==> config.mk <==
export PLATFORM = sky130hd
export DESIGN_NAME = rename_top
export DESIGN_NICKNAME = d
export VERILOG_FILES = /design/src/rename_pkg.sv /design/src/uop_if.sv /design/src/inst_decoder.sv /design/src/rename_map.sv /design/src/dispatch_queue.sv /design/src/retire_unit.sv /design/src/rename_top.sv
export VERILOG_INCLUDE_DIRS = /design/src /design/src/src
export SDC_FILE = /design/constraint.sdc
export NUM_CORES = 2
export LEC_CHECK = 0
export ABC_CLOCK_PERIOD_IN_PS = 4960
export BUFFER_PORTS_ARGS = -buffer_cell sky130_fd_sc_hd__buf_2
export CAP_MARGIN = 20
export CORE_MARGIN = 1.5
export CORE_UTILIZATION = 63
export CTS_CLUSTER_SIZE = 10
export DETAILED_ROUTE_END_ITERATION = 8
export GPL_TIMING_DRIVEN = 1
export HOLD_SLACK_MARGIN = 0.08
export PLACE_DENSITY = 0.8
export SYNTH_ARGS = -nofsm -noshare
export SYNTH_HDL_FRONTEND = slang
export SYNTH_SLANG_ARGS = --single-unit
==> constraint.sdc <==
create_clock -name clk -period 4.96 [get_ports clk]
set_input_delay 0.496 -clock clk [delete_from_list [all_inputs] [get_ports clk]]
set_output_delay 0.496 -clock clk [all_outputs]
set_load 0.005 [all_outputs]
==> src/rename_macros.svh <==
`ifndef RENAME_MACROS_SVH
`define RENAME_MACROS_SVH

// architectural register file size (x0..x31)
`define ARF_SIZE 32

// physical register pool, all start on the free list
`define PRF_SIZE 64

// renamed micro-ops buffered between rename and retire
`define DQ_DEPTH 8

`endif

==> src/rename_pkg.sv <==
`include "rename_macros.svh"

package rename_pkg;

    typedef logic [$clog2(`ARF_SIZE)-1:0] areg_id_t;
    typedef logic [$clog2(`PRF_SIZE)-1:0] preg_id_t;
    typedef logic [7:0]                   seq_t;     // wraps, program order only

    // major opcodes handled by the decoder
    localparam logic [6:0] OPC_OP     = 7'b0110011;
    localparam logic [6:0] OPC_OP_IMM = 7'b0010011;
    localparam logic [6:0] OPC_LOAD   = 7'b0000011;
    localparam logic [6:0] OPC_STORE  = 7'b0100011;
    localparam logic [6:0] OPC_BRANCH = 7'b1100011;

    typedef struct packed {
        logic [6:0] funct7;
        areg_id_t   rs2;
        areg_id_t   rs1;
        logic [2:0] funct3;
        areg_id_t   rd;
        logic [6:0] opcode;
    } r_fmt_t;

    typedef struct packed {
        logic [11:0] imm;
        areg_id_t    rs1;
        logic [2:0]  funct3;
        areg_id_t    rd;     // imm[4:0] for STORE/BRANCH
        logic [6:0]  opcode;
    } i_fmt_t;

    // same word, two field layouts
    typedef union packed {
        r_fmt_t r;
        i_fmt_t i;
    } inst_word_u;

    typedef struct packed {
        seq_t     seq;
        areg_id_t rd;
        areg_id_t rs1;
        areg_id_t rs2;
        logic     rd_valid;
        logic     rs1_valid;
        logic     rs2_valid;
        preg_id_t prs1;
        logic     prs1_renamed;
        preg_id_t prs2;
        logic     prs2_renamed;
        preg_id_t prd;
        preg_id_t stale_preg;   // previous mapping of rd, freed at retire
        logic     stale_valid;
    } uop_t;

endpackage

==> src/uop_if.sv <==
`timescale 1ns/100ps

// one micro-op link between pipeline stages
// a transfer happens on any edge with valid and ready both high
interface uop_if;

    logic             valid;   // from sender, held until taken
    logic             ready;   // from receiver
    rename_pkg::uop_t uop;     // stable while valid

    modport sender (
        output valid,
        output uop,
        input  ready
    );

    modport receiver (
        input  valid,
        input  uop,
        output ready
    );

endinterface

==> src/inst_decoder.sv <==
`timescale 1ns/100ps

module inst_decoder (
    input  logic                   clk,
    input  logic                   rstn,
    input  logic                   inst_req_i,
    output logic                   inst_ack_o,
    input  rename_pkg::inst_word_u inst_word_i,
    uop_if.sender                  uop_o
);

    import rename_pkg::*;

    logic       capture;
    logic [6:0] opcode;
    logic       has_rs1;
    logic       has_rs2;
    logic       has_rd;
    seq_t       seq_q;
    uop_t       dec_uop;

    assign opcode = inst_word_i.i.opcode;

    // register usage per opcode
    always_comb begin
        has_rs1 = 1'b0;
        has_rs2 = 1'b0;
        has_rd  = 1'b0;
        case (opcode)
            OPC_OP: begin
                has_rs1 = 1'b1;
                has_rs2 = 1'b1;
                has_rd  = 1'b1;
            end
            OPC_OP_IMM, OPC_LOAD: begin
                has_rs1 = 1'b1;
                has_rd  = 1'b1;
            end
            OPC_STORE, OPC_BRANCH: begin
                has_rs1 = 1'b1;
                has_rs2 = 1'b1;
            end
            default: ;   // no register use at all
        endcase
    end

    always_comb begin
        dec_uop           = '0;
        dec_uop.seq       = seq_q;
        dec_uop.rs1_valid = has_rs1;
        dec_uop.rs2_valid = has_rs2;
        dec_uop.rd_valid  = has_rd && (inst_word_i.i.rd != '0);   // x0 is never renamed
        dec_uop.rs1       = has_rs1 ? inst_word_i.i.rs1 : '0;
        dec_uop.rs2       = has_rs2 ? inst_word_i.r.rs2 : '0;   // R view only here
        dec_uop.rd        = dec_uop.rd_valid ? inst_word_i.i.rd : '0;
    end

    // slot free when empty or drained this cycle
    assign capture = inst_req_i && !inst_ack_o && (!uop_o.valid || uop_o.ready);

    always_ff @(posedge clk) begin
        if (!rstn) begin
            inst_ack_o  <= 1'b0;
            uop_o.valid <= 1'b0;
            seq_q       <= '0;
        end else begin
            if (capture) begin
                inst_ack_o <= 1'b1;
                seq_q      <= seq_q + 8'd1;
            end else if (!inst_req_i) begin
                inst_ack_o <= 1'b0;   // req seen low, close the handshake
            end

            if (capture)
                uop_o.valid <= 1'b1;
            else if (uop_o.ready)
                uop_o.valid <= 1'b0;
        end
    end

    always_ff @(posedge clk) begin
        if (capture)
            uop_o.uop <= dec_uop;
    end

endmodule

==> src/rename_map.sv <==
`timescale 1ns/100ps
`include "rename_macros.svh"

module rename_map (
    input  logic                 clk,
    input  logic                 rstn,
    uop_if.receiver              uop_i,
    uop_if.sender                uop_o,
    input  logic                 free_valid_i,
    input  rename_pkg::preg_id_t free_preg_i
);

    import rename_pkg::*;

    localparam int FL_CNT_W = $clog2(`PRF_SIZE) + 1;

    // map table
    preg_id_t               rmt [`ARF_SIZE];
    logic [`ARF_SIZE-1:0]   rmt_renamed;

    // free list
    preg_id_t               fl_mem [`PRF_SIZE];
    preg_id_t               fl_head;
    preg_id_t               fl_tail;
    logic [FL_CNT_W-1:0]    fl_count;
    logic                   fl_empty;

    logic                   xfer_in;
    logic                   alloc;
    preg_id_t               new_preg;
    uop_t                   ren_uop;

    assign fl_empty = (fl_count == '0);
    assign new_preg = fl_mem[fl_head];

    // output slot free, and a register on hand if one is needed
    assign uop_i.ready = (!uop_o.valid || uop_o.ready) && (!uop_i.uop.rd_valid || !fl_empty);

    assign xfer_in = uop_i.valid && uop_i.ready;
    assign alloc   = xfer_in && uop_i.uop.rd_valid;

    always_comb begin
        ren_uop = uop_i.uop;

        ren_uop.prs1_renamed = uop_i.uop.rs1_valid && rmt_renamed[uop_i.uop.rs1];
        ren_uop.prs1         = ren_uop.prs1_renamed ? rmt[uop_i.uop.rs1] : '0;
        ren_uop.prs2_renamed = uop_i.uop.rs2_valid && rmt_renamed[uop_i.uop.rs2];
        ren_uop.prs2         = ren_uop.prs2_renamed ? rmt[uop_i.uop.rs2] : '0;

        ren_uop.prd          = uop_i.uop.rd_valid ? new_preg : '0;
        // old mapping of rd goes back to the pool at retire
        ren_uop.stale_valid  = uop_i.uop.rd_valid && rmt_renamed[uop_i.uop.rd];
        ren_uop.stale_preg   = ren_uop.stale_valid ? rmt[uop_i.uop.rd] : '0;
    end

    // map write, same edge as the read above
    always_ff @(posedge clk) begin
        if (alloc)
            rmt[uop_i.uop.rd] <= new_preg;
    end

    always_ff @(posedge clk) begin
        if (!rstn) begin
            rmt_renamed <= '0;
        end else if (alloc) begin
            rmt_renamed[uop_i.uop.rd] <= 1'b1;
        end
    end

    // free list FIFO, pop at head and append at tail
    always_ff @(posedge clk) begin
        if (!rstn) begin
            for (int i = 0; i < `PRF_SIZE; i++) begin
                fl_mem[i] <= preg_id_t'(i);   // pool starts as 0..63 in order
            end
            fl_head  <= '0;
            fl_tail  <= '0;
            fl_count <= FL_CNT_W'(`PRF_SIZE);
        end else begin
            if (alloc)
                fl_head <= fl_head + 1'b1;   // wraps at PRF_SIZE
            if (free_valid_i) begin
                fl_mem[fl_tail] <= free_preg_i;
                fl_tail         <= fl_tail + 1'b1;
            end
            case ({alloc, free_valid_i})
                2'b10:   fl_count <= fl_count - 1'b1;
                2'b01:   fl_count <= fl_count + 1'b1;
                default: ;   // both or neither
            endcase
        end
    end

    // output register toward the dispatch queue
    always_ff @(posedge clk) begin
        if (!rstn) begin
            uop_o.valid <= 1'b0;
        end else if (xfer_in) begin
            uop_o.valid <= 1'b1;
        end else if (uop_o.ready) begin
            uop_o.valid <= 1'b0;
        end
    end

    always_ff @(posedge clk) begin
        if (xfer_in)
            uop_o.uop <= ren_uop;
    end

endmodule

==> src/dispatch_queue.sv <==
`timescale 1ns/100ps
`include "rename_macros.svh"

module dispatch_queue (
    input  logic    clk,
    input  logic    rstn,
    uop_if.receiver enq_i,
    uop_if.sender   deq_o
);

    import rename_pkg::*;

    localparam int PTR_W = $clog2(`DQ_DEPTH);

    uop_t             mem [`DQ_DEPTH];
    logic [PTR_W-1:0] wr_ptr;
    logic [PTR_W-1:0] rd_ptr;
    logic [PTR_W:0]   count;
    logic             full;
    logic             do_enq;
    logic             do_deq;

    assign full = (count == (PTR_W+1)'(`DQ_DEPTH));

    assign deq_o.valid = (count != '0);
    assign deq_o.uop   = mem[rd_ptr];   // head entry
    assign enq_i.ready = !full || deq_o.ready;   // full but draining still accepts

    assign do_enq = enq_i.valid && enq_i.ready;
    assign do_deq = deq_o.valid && deq_o.ready;

    always_ff @(posedge clk) begin
        if (do_enq)
            mem[wr_ptr] <= enq_i.uop;
    end

    always_ff @(posedge clk) begin
        if (!rstn) begin
            wr_ptr <= '0;
            rd_ptr <= '0;
            count  <= '0;
        end else begin
            if (do_enq)
                wr_ptr <= wr_ptr + 1'b1;
            if (do_deq)
                rd_ptr <= rd_ptr + 1'b1;
            case ({do_enq, do_deq})
                2'b10:   count <= count + 1'b1;
                2'b01:   count <= count - 1'b1;
                default: ;
            endcase
        end
    end

endmodule

==> src/retire_unit.sv <==
`timescale 1ns/100ps

module retire_unit (
    input  logic                 clk,
    input  logic                 rstn,
    uop_if.receiver              uop_i,
    output logic                 uop_req_o,
    input  logic                 uop_ack_i,
    output rename_pkg::uop_t     uop_o,
    output logic                 free_valid_o,
    output rename_pkg::preg_id_t free_preg_o
);

    import rename_pkg::*;

    typedef enum logic [1:0] {
        ST_IDLE,
        ST_REQ,
        ST_WAIT_LOW
    } state_t;

    state_t state;
    uop_t   hold_uop;   // stays put until the next take

    assign uop_i.ready = (state == ST_IDLE);
    assign uop_req_o   = (state == ST_REQ);
    assign uop_o       = hold_uop;
    assign free_preg_o = hold_uop.stale_preg;

    always_ff @(posedge clk) begin
        if (!rstn) begin
            state        <= ST_IDLE;
            free_valid_o <= 1'b0;
        end else begin
            free_valid_o <= 1'b0;
            case (state)
                ST_IDLE: begin
                    if (uop_i.valid)
                        state <= ST_REQ;
                end
                ST_REQ: begin
                    if (uop_ack_i) begin
                        state        <= ST_WAIT_LOW;
                        free_valid_o <= hold_uop.stale_valid;   // pulse as req drops
                    end
                end
                ST_WAIT_LOW: begin
                    if (!uop_ack_i)
                        state <= ST_IDLE;
                end
                default: state <= ST_IDLE;
            endcase
        end
    end

    always_ff @(posedge clk) begin
        if (uop_i.valid && uop_i.ready)
            hold_uop <= uop_i.uop;
    end

endmodule

==> src/rename_top.sv <==
`timescale 1ns/100ps

module rename_top (
    input  logic                 clk,
    input  logic                 rstn,
    // instruction intake, four-phase
    input  logic                 inst_req_i,
    output logic                 inst_ack_o,
    input  logic [31:0]          inst_word_i,
    // micro-op output, four-phase
    output logic                 uop_req_o,
    input  logic                 uop_ack_i,
    output rename_pkg::seq_t     uop_seq_o,
    output rename_pkg::areg_id_t uop_rd_o,
    output logic                 uop_rd_valid_o,
    output rename_pkg::preg_id_t uop_prd_o,
    output rename_pkg::preg_id_t uop_prs1_o,
    output logic                 uop_prs1_renamed_o,
    output rename_pkg::preg_id_t uop_prs2_o,
    output logic                 uop_prs2_renamed_o
);

    import rename_pkg::*;

    uop_if dec_if ();   // decoder -> rename
    uop_if ren_if ();   // rename -> queue
    uop_if dq_if ();    // queue -> retire

    uop_t     ret_uop;
    logic     free_valid;
    preg_id_t free_preg;

    inst_decoder u_inst_decoder (
        .clk         (clk),
        .rstn        (rstn),
        .inst_req_i  (inst_req_i),
        .inst_ack_o  (inst_ack_o),
        .inst_word_i (inst_word_i),
        .uop_o       (dec_if.sender)
    );

    rename_map u_rename_map (
        .clk          (clk),
        .rstn         (rstn),
        .uop_i        (dec_if.receiver),
        .uop_o        (ren_if.sender),
        .free_valid_i (free_valid),
        .free_preg_i  (free_preg)
    );

    dispatch_queue u_dispatch_queue (
        .clk   (clk),
        .rstn  (rstn),
        .enq_i (ren_if.receiver),
        .deq_o (dq_if.sender)
    );

    retire_unit u_retire_unit (
        .clk          (clk),
        .rstn         (rstn),
        .uop_i        (dq_if.receiver),
        .uop_req_o    (uop_req_o),
        .uop_ack_i    (uop_ack_i),
        .uop_o        (ret_uop),
        .free_valid_o (free_valid),
        .free_preg_o  (free_preg)
    );

    // flatten the held micro-op
    assign uop_seq_o          = ret_uop.seq;
    assign uop_rd_o           = ret_uop.rd;
    assign uop_rd_valid_o     = ret_uop.rd_valid;
    assign uop_prd_o          = ret_uop.prd;
    assign uop_prs1_o         = ret_uop.prs1;
    assign uop_prs1_renamed_o = ret_uop.prs1_renamed;
    assign uop_prs2_o         = ret_uop.prs2;
    assign uop_prs2_renamed_o = ret_uop.prs2_renamed;

endmodule

# [Word-level counts from Yosys, hierarchy flattened]
# Memory sizes are Yosys's and may differ from the RTL's. A register that Yosys moved wholly into a read port is not among the register bits.
# Index checks and enable logic that the tools add are counted.
[classes] reduce_logical=39 eq_ne=16 order_cmp=4 muxes=36 n_bitwise=1 n_addsub=9
[ops] operator="bitwise OR 32 bit" n=1
[ops] operator="two-way mux 6 bit" n=4
[ops] operator="two-way mux 1 bit" n=22
[ops] operator="< comparator 5 x 6 -> 1 bit (second input constant)" n=3
[ops] operator="binary-select mux 1 bit (select 5 bit)" n=3
[ops] operator="equality test 7 x 6 -> 1 bit (second input constant)" n=2
[ops] operator="one-hot mux 7 bit (2 select lines)" n=1
[ops] operator="adder 6 x 1 -> 6 bit (second input constant)" n=2
[ops] operator="logical AND 1 bit" n=12
[ops] operator="logical NOT 1 bit" n=9
[ops] operator="adder 8 x 1 -> 8 bit (second input constant)" n=1
[ops] operator="one-hot mux 4 bit (2 select lines)" n=1
[ops] operator="nonzero test 2 bit" n=4
[ops] operator="adder 7 x 1 -> 7 bit (second input constant)" n=1
[ops] operator="equality test 7 x 2 -> 1 bit (second input constant)" n=1
[ops] operator="equality test 7 x 5 -> 1 bit (second input constant)" n=1
[ops] operator="equality test 7 bit (second input constant)" n=1
[ops] operator="logical NOT 7 bit" n=1
[ops] operator="subtractor 7 x 1 -> 7 bit (second input constant)" n=1
[ops] operator="adder 3 x 1 -> 3 bit (second input constant)" n=2
[ops] operator="equality test 2 x 1 -> 1 bit (second input constant)" n=3
[ops] operator="equality test 2 bit (second input constant)" n=3
[ops] operator="two-way mux 2 bit" n=3
[ops] operator="!= test 2 x 1 -> 1 bit (second input constant)" n=3
[ops] operator="other kinds (15)" n=20
[word_totals] word_cells=139 ram_bits=1000 out_inout_bits=36 n_memories=3 reg_bits=136
[memory_table] name="u_dispatch_queue.mem" depth=8 word_bits=53 read_ports=1 rd_ports_with_merged_regs=1 wr=1 line="dispatch_queue.sv:15" rtl="uop_t mem [`DQ_DEPTH];"
[memory_table] name="u_rename_map.fl_mem" depth=64 word_bits=6 read_ports=1 rd_ports_with_merged_regs=1 wr=64 line="rename_map.sv:22" rtl="preg_id_t fl_mem [`PRF_SIZE];"
[memory_table] name="u_rename_map.rmt" depth=32 word_bits=6 read_ports=3 rd_ports_with_merged_regs=3 wr=1 line="rename_map.sv:18" rtl="preg_id_t rmt [`ARF_SIZE];"

# [Logic depth before layout (Yosys ltp)]
[logic_depth] word_depth=9 depth_mapped=13 depth_no_buf=12

# [Modules after synthesis]
# Synthesis repeated with hierarchy kept, for this count alone.
[hier_totals] cells_unflattened=3063 hier_area_um2=53099.7
[by_module_without_submodules] mod="rename_map" cells_each=2171 instances=1 seq_area_each_um2=20049.2 area_each_um2=32832.7
[by_module_without_submodules] mod="dispatch_queue" cells_each=687 instances=1 seq_area_each_um2=12992.5 area_each_um2=16806.1
[by_module_without_submodules] mod="retire_unit" cells_each=72 instances=1 seq_area_each_um2=1651.6 area_each_um2=1761.7
[by_module_without_submodules] mod="inst_decoder" cells_each=133 instances=1 seq_area_each_um2=980.9 area_each_um2=1699.1

# [Least setup slack after synthesis]
# No wires, ideal clock.
[synth_path] kind="reg2reg" start="register u_retire_unit.state[0]" end="memory u_dispatch_queue.mem[0][0] in the netlist's numbering, enable pin" path_stages_with_launch=5 slack_ns=0.801 t_arrival_ns=3.668 path_buffers=0 path_cell_list="dfxtp_1 > o21ai_1 > o21a_1 > nand2b_1 > nor3_1"
[synth_between] elab_chain_cells=5
[synth_lines] element="start: declaration" line="retire_unit.sv:22" rtl="state_t state;"
[synth_lines] element="start signal: assignment" line="retire_unit.sv:32" rtl="state <= ST_IDLE;"
[synth_lines] element="start signal: assignment" line="retire_unit.sv:39" rtl="state <= ST_REQ;"
[synth_lines] element="start signal: assignment" line="retire_unit.sv:43" rtl="state <= ST_WAIT_LOW;"
[synth_lines] element="logical NOT 2 bit" line="retire_unit.sv:25" rtl="assign uop_i.ready = (state == ST_IDLE);"
[synth_lines] element="logical OR 1 bit" line="dispatch_queue.sv:27" rtl="assign enq_i.ready = !full || deq_o.ready;"
[synth_lines] element="logical AND 1 bit" line="dispatch_queue.sv:29" rtl="assign do_enq = enq_i.valid && enq_i.ready;"
[synth_lines] element="two-way mux 1 bit" line="dispatch_queue.sv:33" rtl="if (do_enq)"
[synth_lines] element="two-way mux 1 bit (implied by the code)" line="dispatch_queue.sv:34" rtl="mem[wr_ptr] <= enq_i.uop;"
[synth_lines] element="end: declaration" line="dispatch_queue.sv:15"
# No other way between the ends.

==> metrics.cfg <==
[status]
status = completed

[route]
wl_met2_um = 57300
ant_nets = 0
drt_iter0_drc = 3663
drtPass1Iterations = 8
met3_length_um = 12300
wire_per_inst_um = 28.6
finalWirelength_um = 115000
vias = 27700
top_layer = met5
drc = 0
vias_per_cell = 6.87
met1Wirelength_um = 42000

[yosys]
synthCells = 2904
ys_seq_elements = 1093
synth_warnings = 0
synth_edf_count = 1012
syn_avg_cell_area_um2 = 16.7
ys_seq_area_share_pct = 66.0
syn_area_um2 = 48500
ys_types = 58
synth_top_flop_cell = edfxtp_1
async_flop_share_pct = 0
synth_fp_nets = 2956
yosysTopAreaCell = edfxtp_1
synth_area_leaders = edfxtp_1, mux4_2, dfxtp_1, and2_1, or3_1
synth_top_cell_area_share_pct = 62.7

[pwr]
ir_worst_vdd_uv = 331
switching_share_pct = 25.4
combPwrFrac_pct = 11.8
p_per_area_nw_per_um2 = 405
internal_power_mw = 16.1
clockPowerShare_pct = 38.0
power.switching_mw = 5.49
p_leak_nw = 16.1
pwr-share-seq_pct = 50.2

[layout]
seq_area_um2 = 32000
drive_gt1_share_pct = 23.6
fin_nets = 2964
area_growth_pct = 10.0
multi_input_area_um2 = 15200
nFillCells = 4515

[cts]
clockRootBuffer = clkbuf_16
clockBufferDepth = 3
worstSkewPairLatency_ns = 0.72
cts_tree = built
clkSinkCount = 1093
cts_made_buffers = 121
cts.htree.levels = 3
cts.clk_slew.worst_paths_ns = 0.05

[min_path]
hold_start = inst_word_i[11]
hold_class = primary input to flop

[timing]
grt_setup_unrepaired = false
slew_headroom_pct = 26.9
slew_viol_final = 0
tightest_slew_ns = 1.08
finClkSkew_ns = 0.0548
period_needed_ns = 3.54
finalHoldViolations = 0
fmax_mhz = 283
period_share_pct = 71.3
fin_tns_setup_ns = 0
setup_viol = 0
holdWs_ns = 0.105

[setup_path]
required_ns = 5.49
cpPeakStageDelay_ns = 0.97
crit_type = flop to flop
endpoint_kind = flop
crit_chain = buf_4 -> mux4_2 -> o22ai_1 -> nor4_1 -> nand2_1 -> o21ai_2 -> buf_4
cp_max_fo = 44
start_kind = flop
slowest_stage = dfxtp_4
crit_top_cell = buf_4
r2r_slack_ns = 1.42
arrival_ns = 4.07

[run]
drv_cap = 0

[global_routing]
overflow = 0
grt_max_degree = 67
track_usage_pct = 29.6
grt_pass1_wl_um = 173000
antenna_found_initial = 3
first_global_vias = 27900

[place]
place_congestion = 0.888
io_buffers = 61
hpwl_um = 68400

[die]
io_pins = 72
initial_core_util_pct = 63.7
fp.coreArea_um2 = 76100
die_width_um = 280
rows = 101
dieArea_um2 = 78700
die_h_um = 280

-- cell families (layout without fill, tap and decap cells) --
logic type | after synthesis | in the layout | share of synthesized area (%)
other cells | 0 | 2 | 0
mux | 454 | 454 | 18.6
xor+xnor | 17 | 17 | 0.307
simple gates | 784 | 784 | 8.53
flops | 1093 | 1093 | 66.0
buf+inv | 285 | 380 | 2.84
fa+ha+maj | 16 | 16 | 0.444
compound gates | 255 | 255 | 3.26
-- metrics by stage --
stage	area (µm²)	total power [mW]	util, %	instances	worst slack [ns]
final	53300	21.6	70.1	4031	1.42
after global routing	53300	22.2	70.1	4030	1.25
after CTS	53200	21.6	69.9	4022	1.41
after detailed placement	49500	13.5	65.0	3797	1.42
after global placement	49500	13.4	65.0	3797	1.53
after floorplan	48500	12.7	-	2904	0.801
-- power groups by stage --
| stage | Combinational, mW | Clock [mW] | Sequential, mW |
|---|---|---|---|
| floorplan | 1.92 | 0 | 10.8 |
| global placement | 2.33 | 0 | 11.1 |
| global route | 2.71 | 8.61 | 10.9 |
| finish | 2.56 | 8.22 | 10.8 |
| detailed placement | 2.41 | 0 | 11.1 |
| CTS | 2.48 | 8.24 | 10.9 |
-- layout by cell type (no fill, tap or decap), types with 6 or more instances in the layout --
master	instances
edfxtp_1	1012
mux4_2	354
and2_1	163
nand2_1	148
or3_1	145
nor2_1	144
clkbuf_16	122
o21ai_0	106
dfxtp_1	75
clkbuf_1	74
buf_4	67
buf_2	61
nor3_1	60
mux2i_1	59
mux2_2	41
a22oi_1	33
a21oi_1	28
a22o_1	23
nand3_1	22
o22ai_1	21
dlygate4sd3_1	15
ha_1	14
inv_1	13
nor4_1	13
nor2b_1	13
nand3b_1	12
nand4_1	9
xor2_1	9
nand2b_1	8
xnor2_1	8
o21ai_2	7
or3b_2	7
and3_1	6
a221oi_1	6
a31oi_1	6
o31ai_1	6
nor2_4	6
-- final cells by class --
cell class,instances,area share (%)
multi-input combinational,1526,28.5
clock inverter,12,0.446
sequential,1093,60.0
timing repair buffer,154,2.25
clock buffer,198,6.27
tap,1030,2.42
antenna,2,0.00938
inverter,16,0.113
-- sequential cells by signal, indices dropped and copies added, names as in the netlist, 7 cells and up, named ones only --
name / flops
u_dispatch_queue.mem: 328
u_rename_map.fl_count: 7
u_inst_decoder.uop_o.uop: 26
u_retire_unit.uop_o: 35
u_inst_decoder.seq_q: 8
u_rename_map.rmt: 192
u_rename_map.rmt_renamed: 32
u_rename_map.fl_mem: 384
u_rename_map.uop_o.uop: 41
-- per-layer routing --
metal,up-vias,track usage [%]
met1,14100,40.5
met5,-,0
met2,1833,48.2
met4,2,10.6
met3,264,5.80
li1,11500,-
-- critical path: cells and delay by family, from the launching register on --
kind / cells / cell delay (ns)
simple gates: 2 / 0.82
buf+inv: 2 / 0.71
flops: 1 / 0.97
mux: 1 / 0.29
compound gates: 2 / 0.51
-- cells in the mapped netlist, drive strengths merged, types with 7 or more instances --
library cell,n
ha,14
o22ai,21
nor3,64
xor2,9
a22o,23
and2,164
mux2i,59
nor2,151
nand3,22
clkbuf,146
and3,7
mux4,354
a21oi,28
nor4,13
or3,145
nand4,9
inv,16
buf,123
mux2,41
edfxtp,1012
or3b,7
xnor2,8
a22oi,33
nor2b,13
dfxtp,81
o21ai,115
nand2,148
nand2b,8
nand3b,12
-- worst paths after layout --
check	to	depth (start not counted)
worst max-delay path	u_rename_map.rmt[26][1]	7
worst min-delay path	u_inst_decoder.uop_o.uop[44]	2
worst min register to register	u_rename_map.uop_o.uop[46]	0
worst max register to register	u_rename_map.rmt[26][1]	7
-- what timing repair did --
action	CTS	global route
resized for setup	0	0
setup buffers	0	0
endpoints found under the setup margin	0	0
endpoints found under the hold margin	15	0
hold buffers	15	0
(Power assumes the default switching activity.)
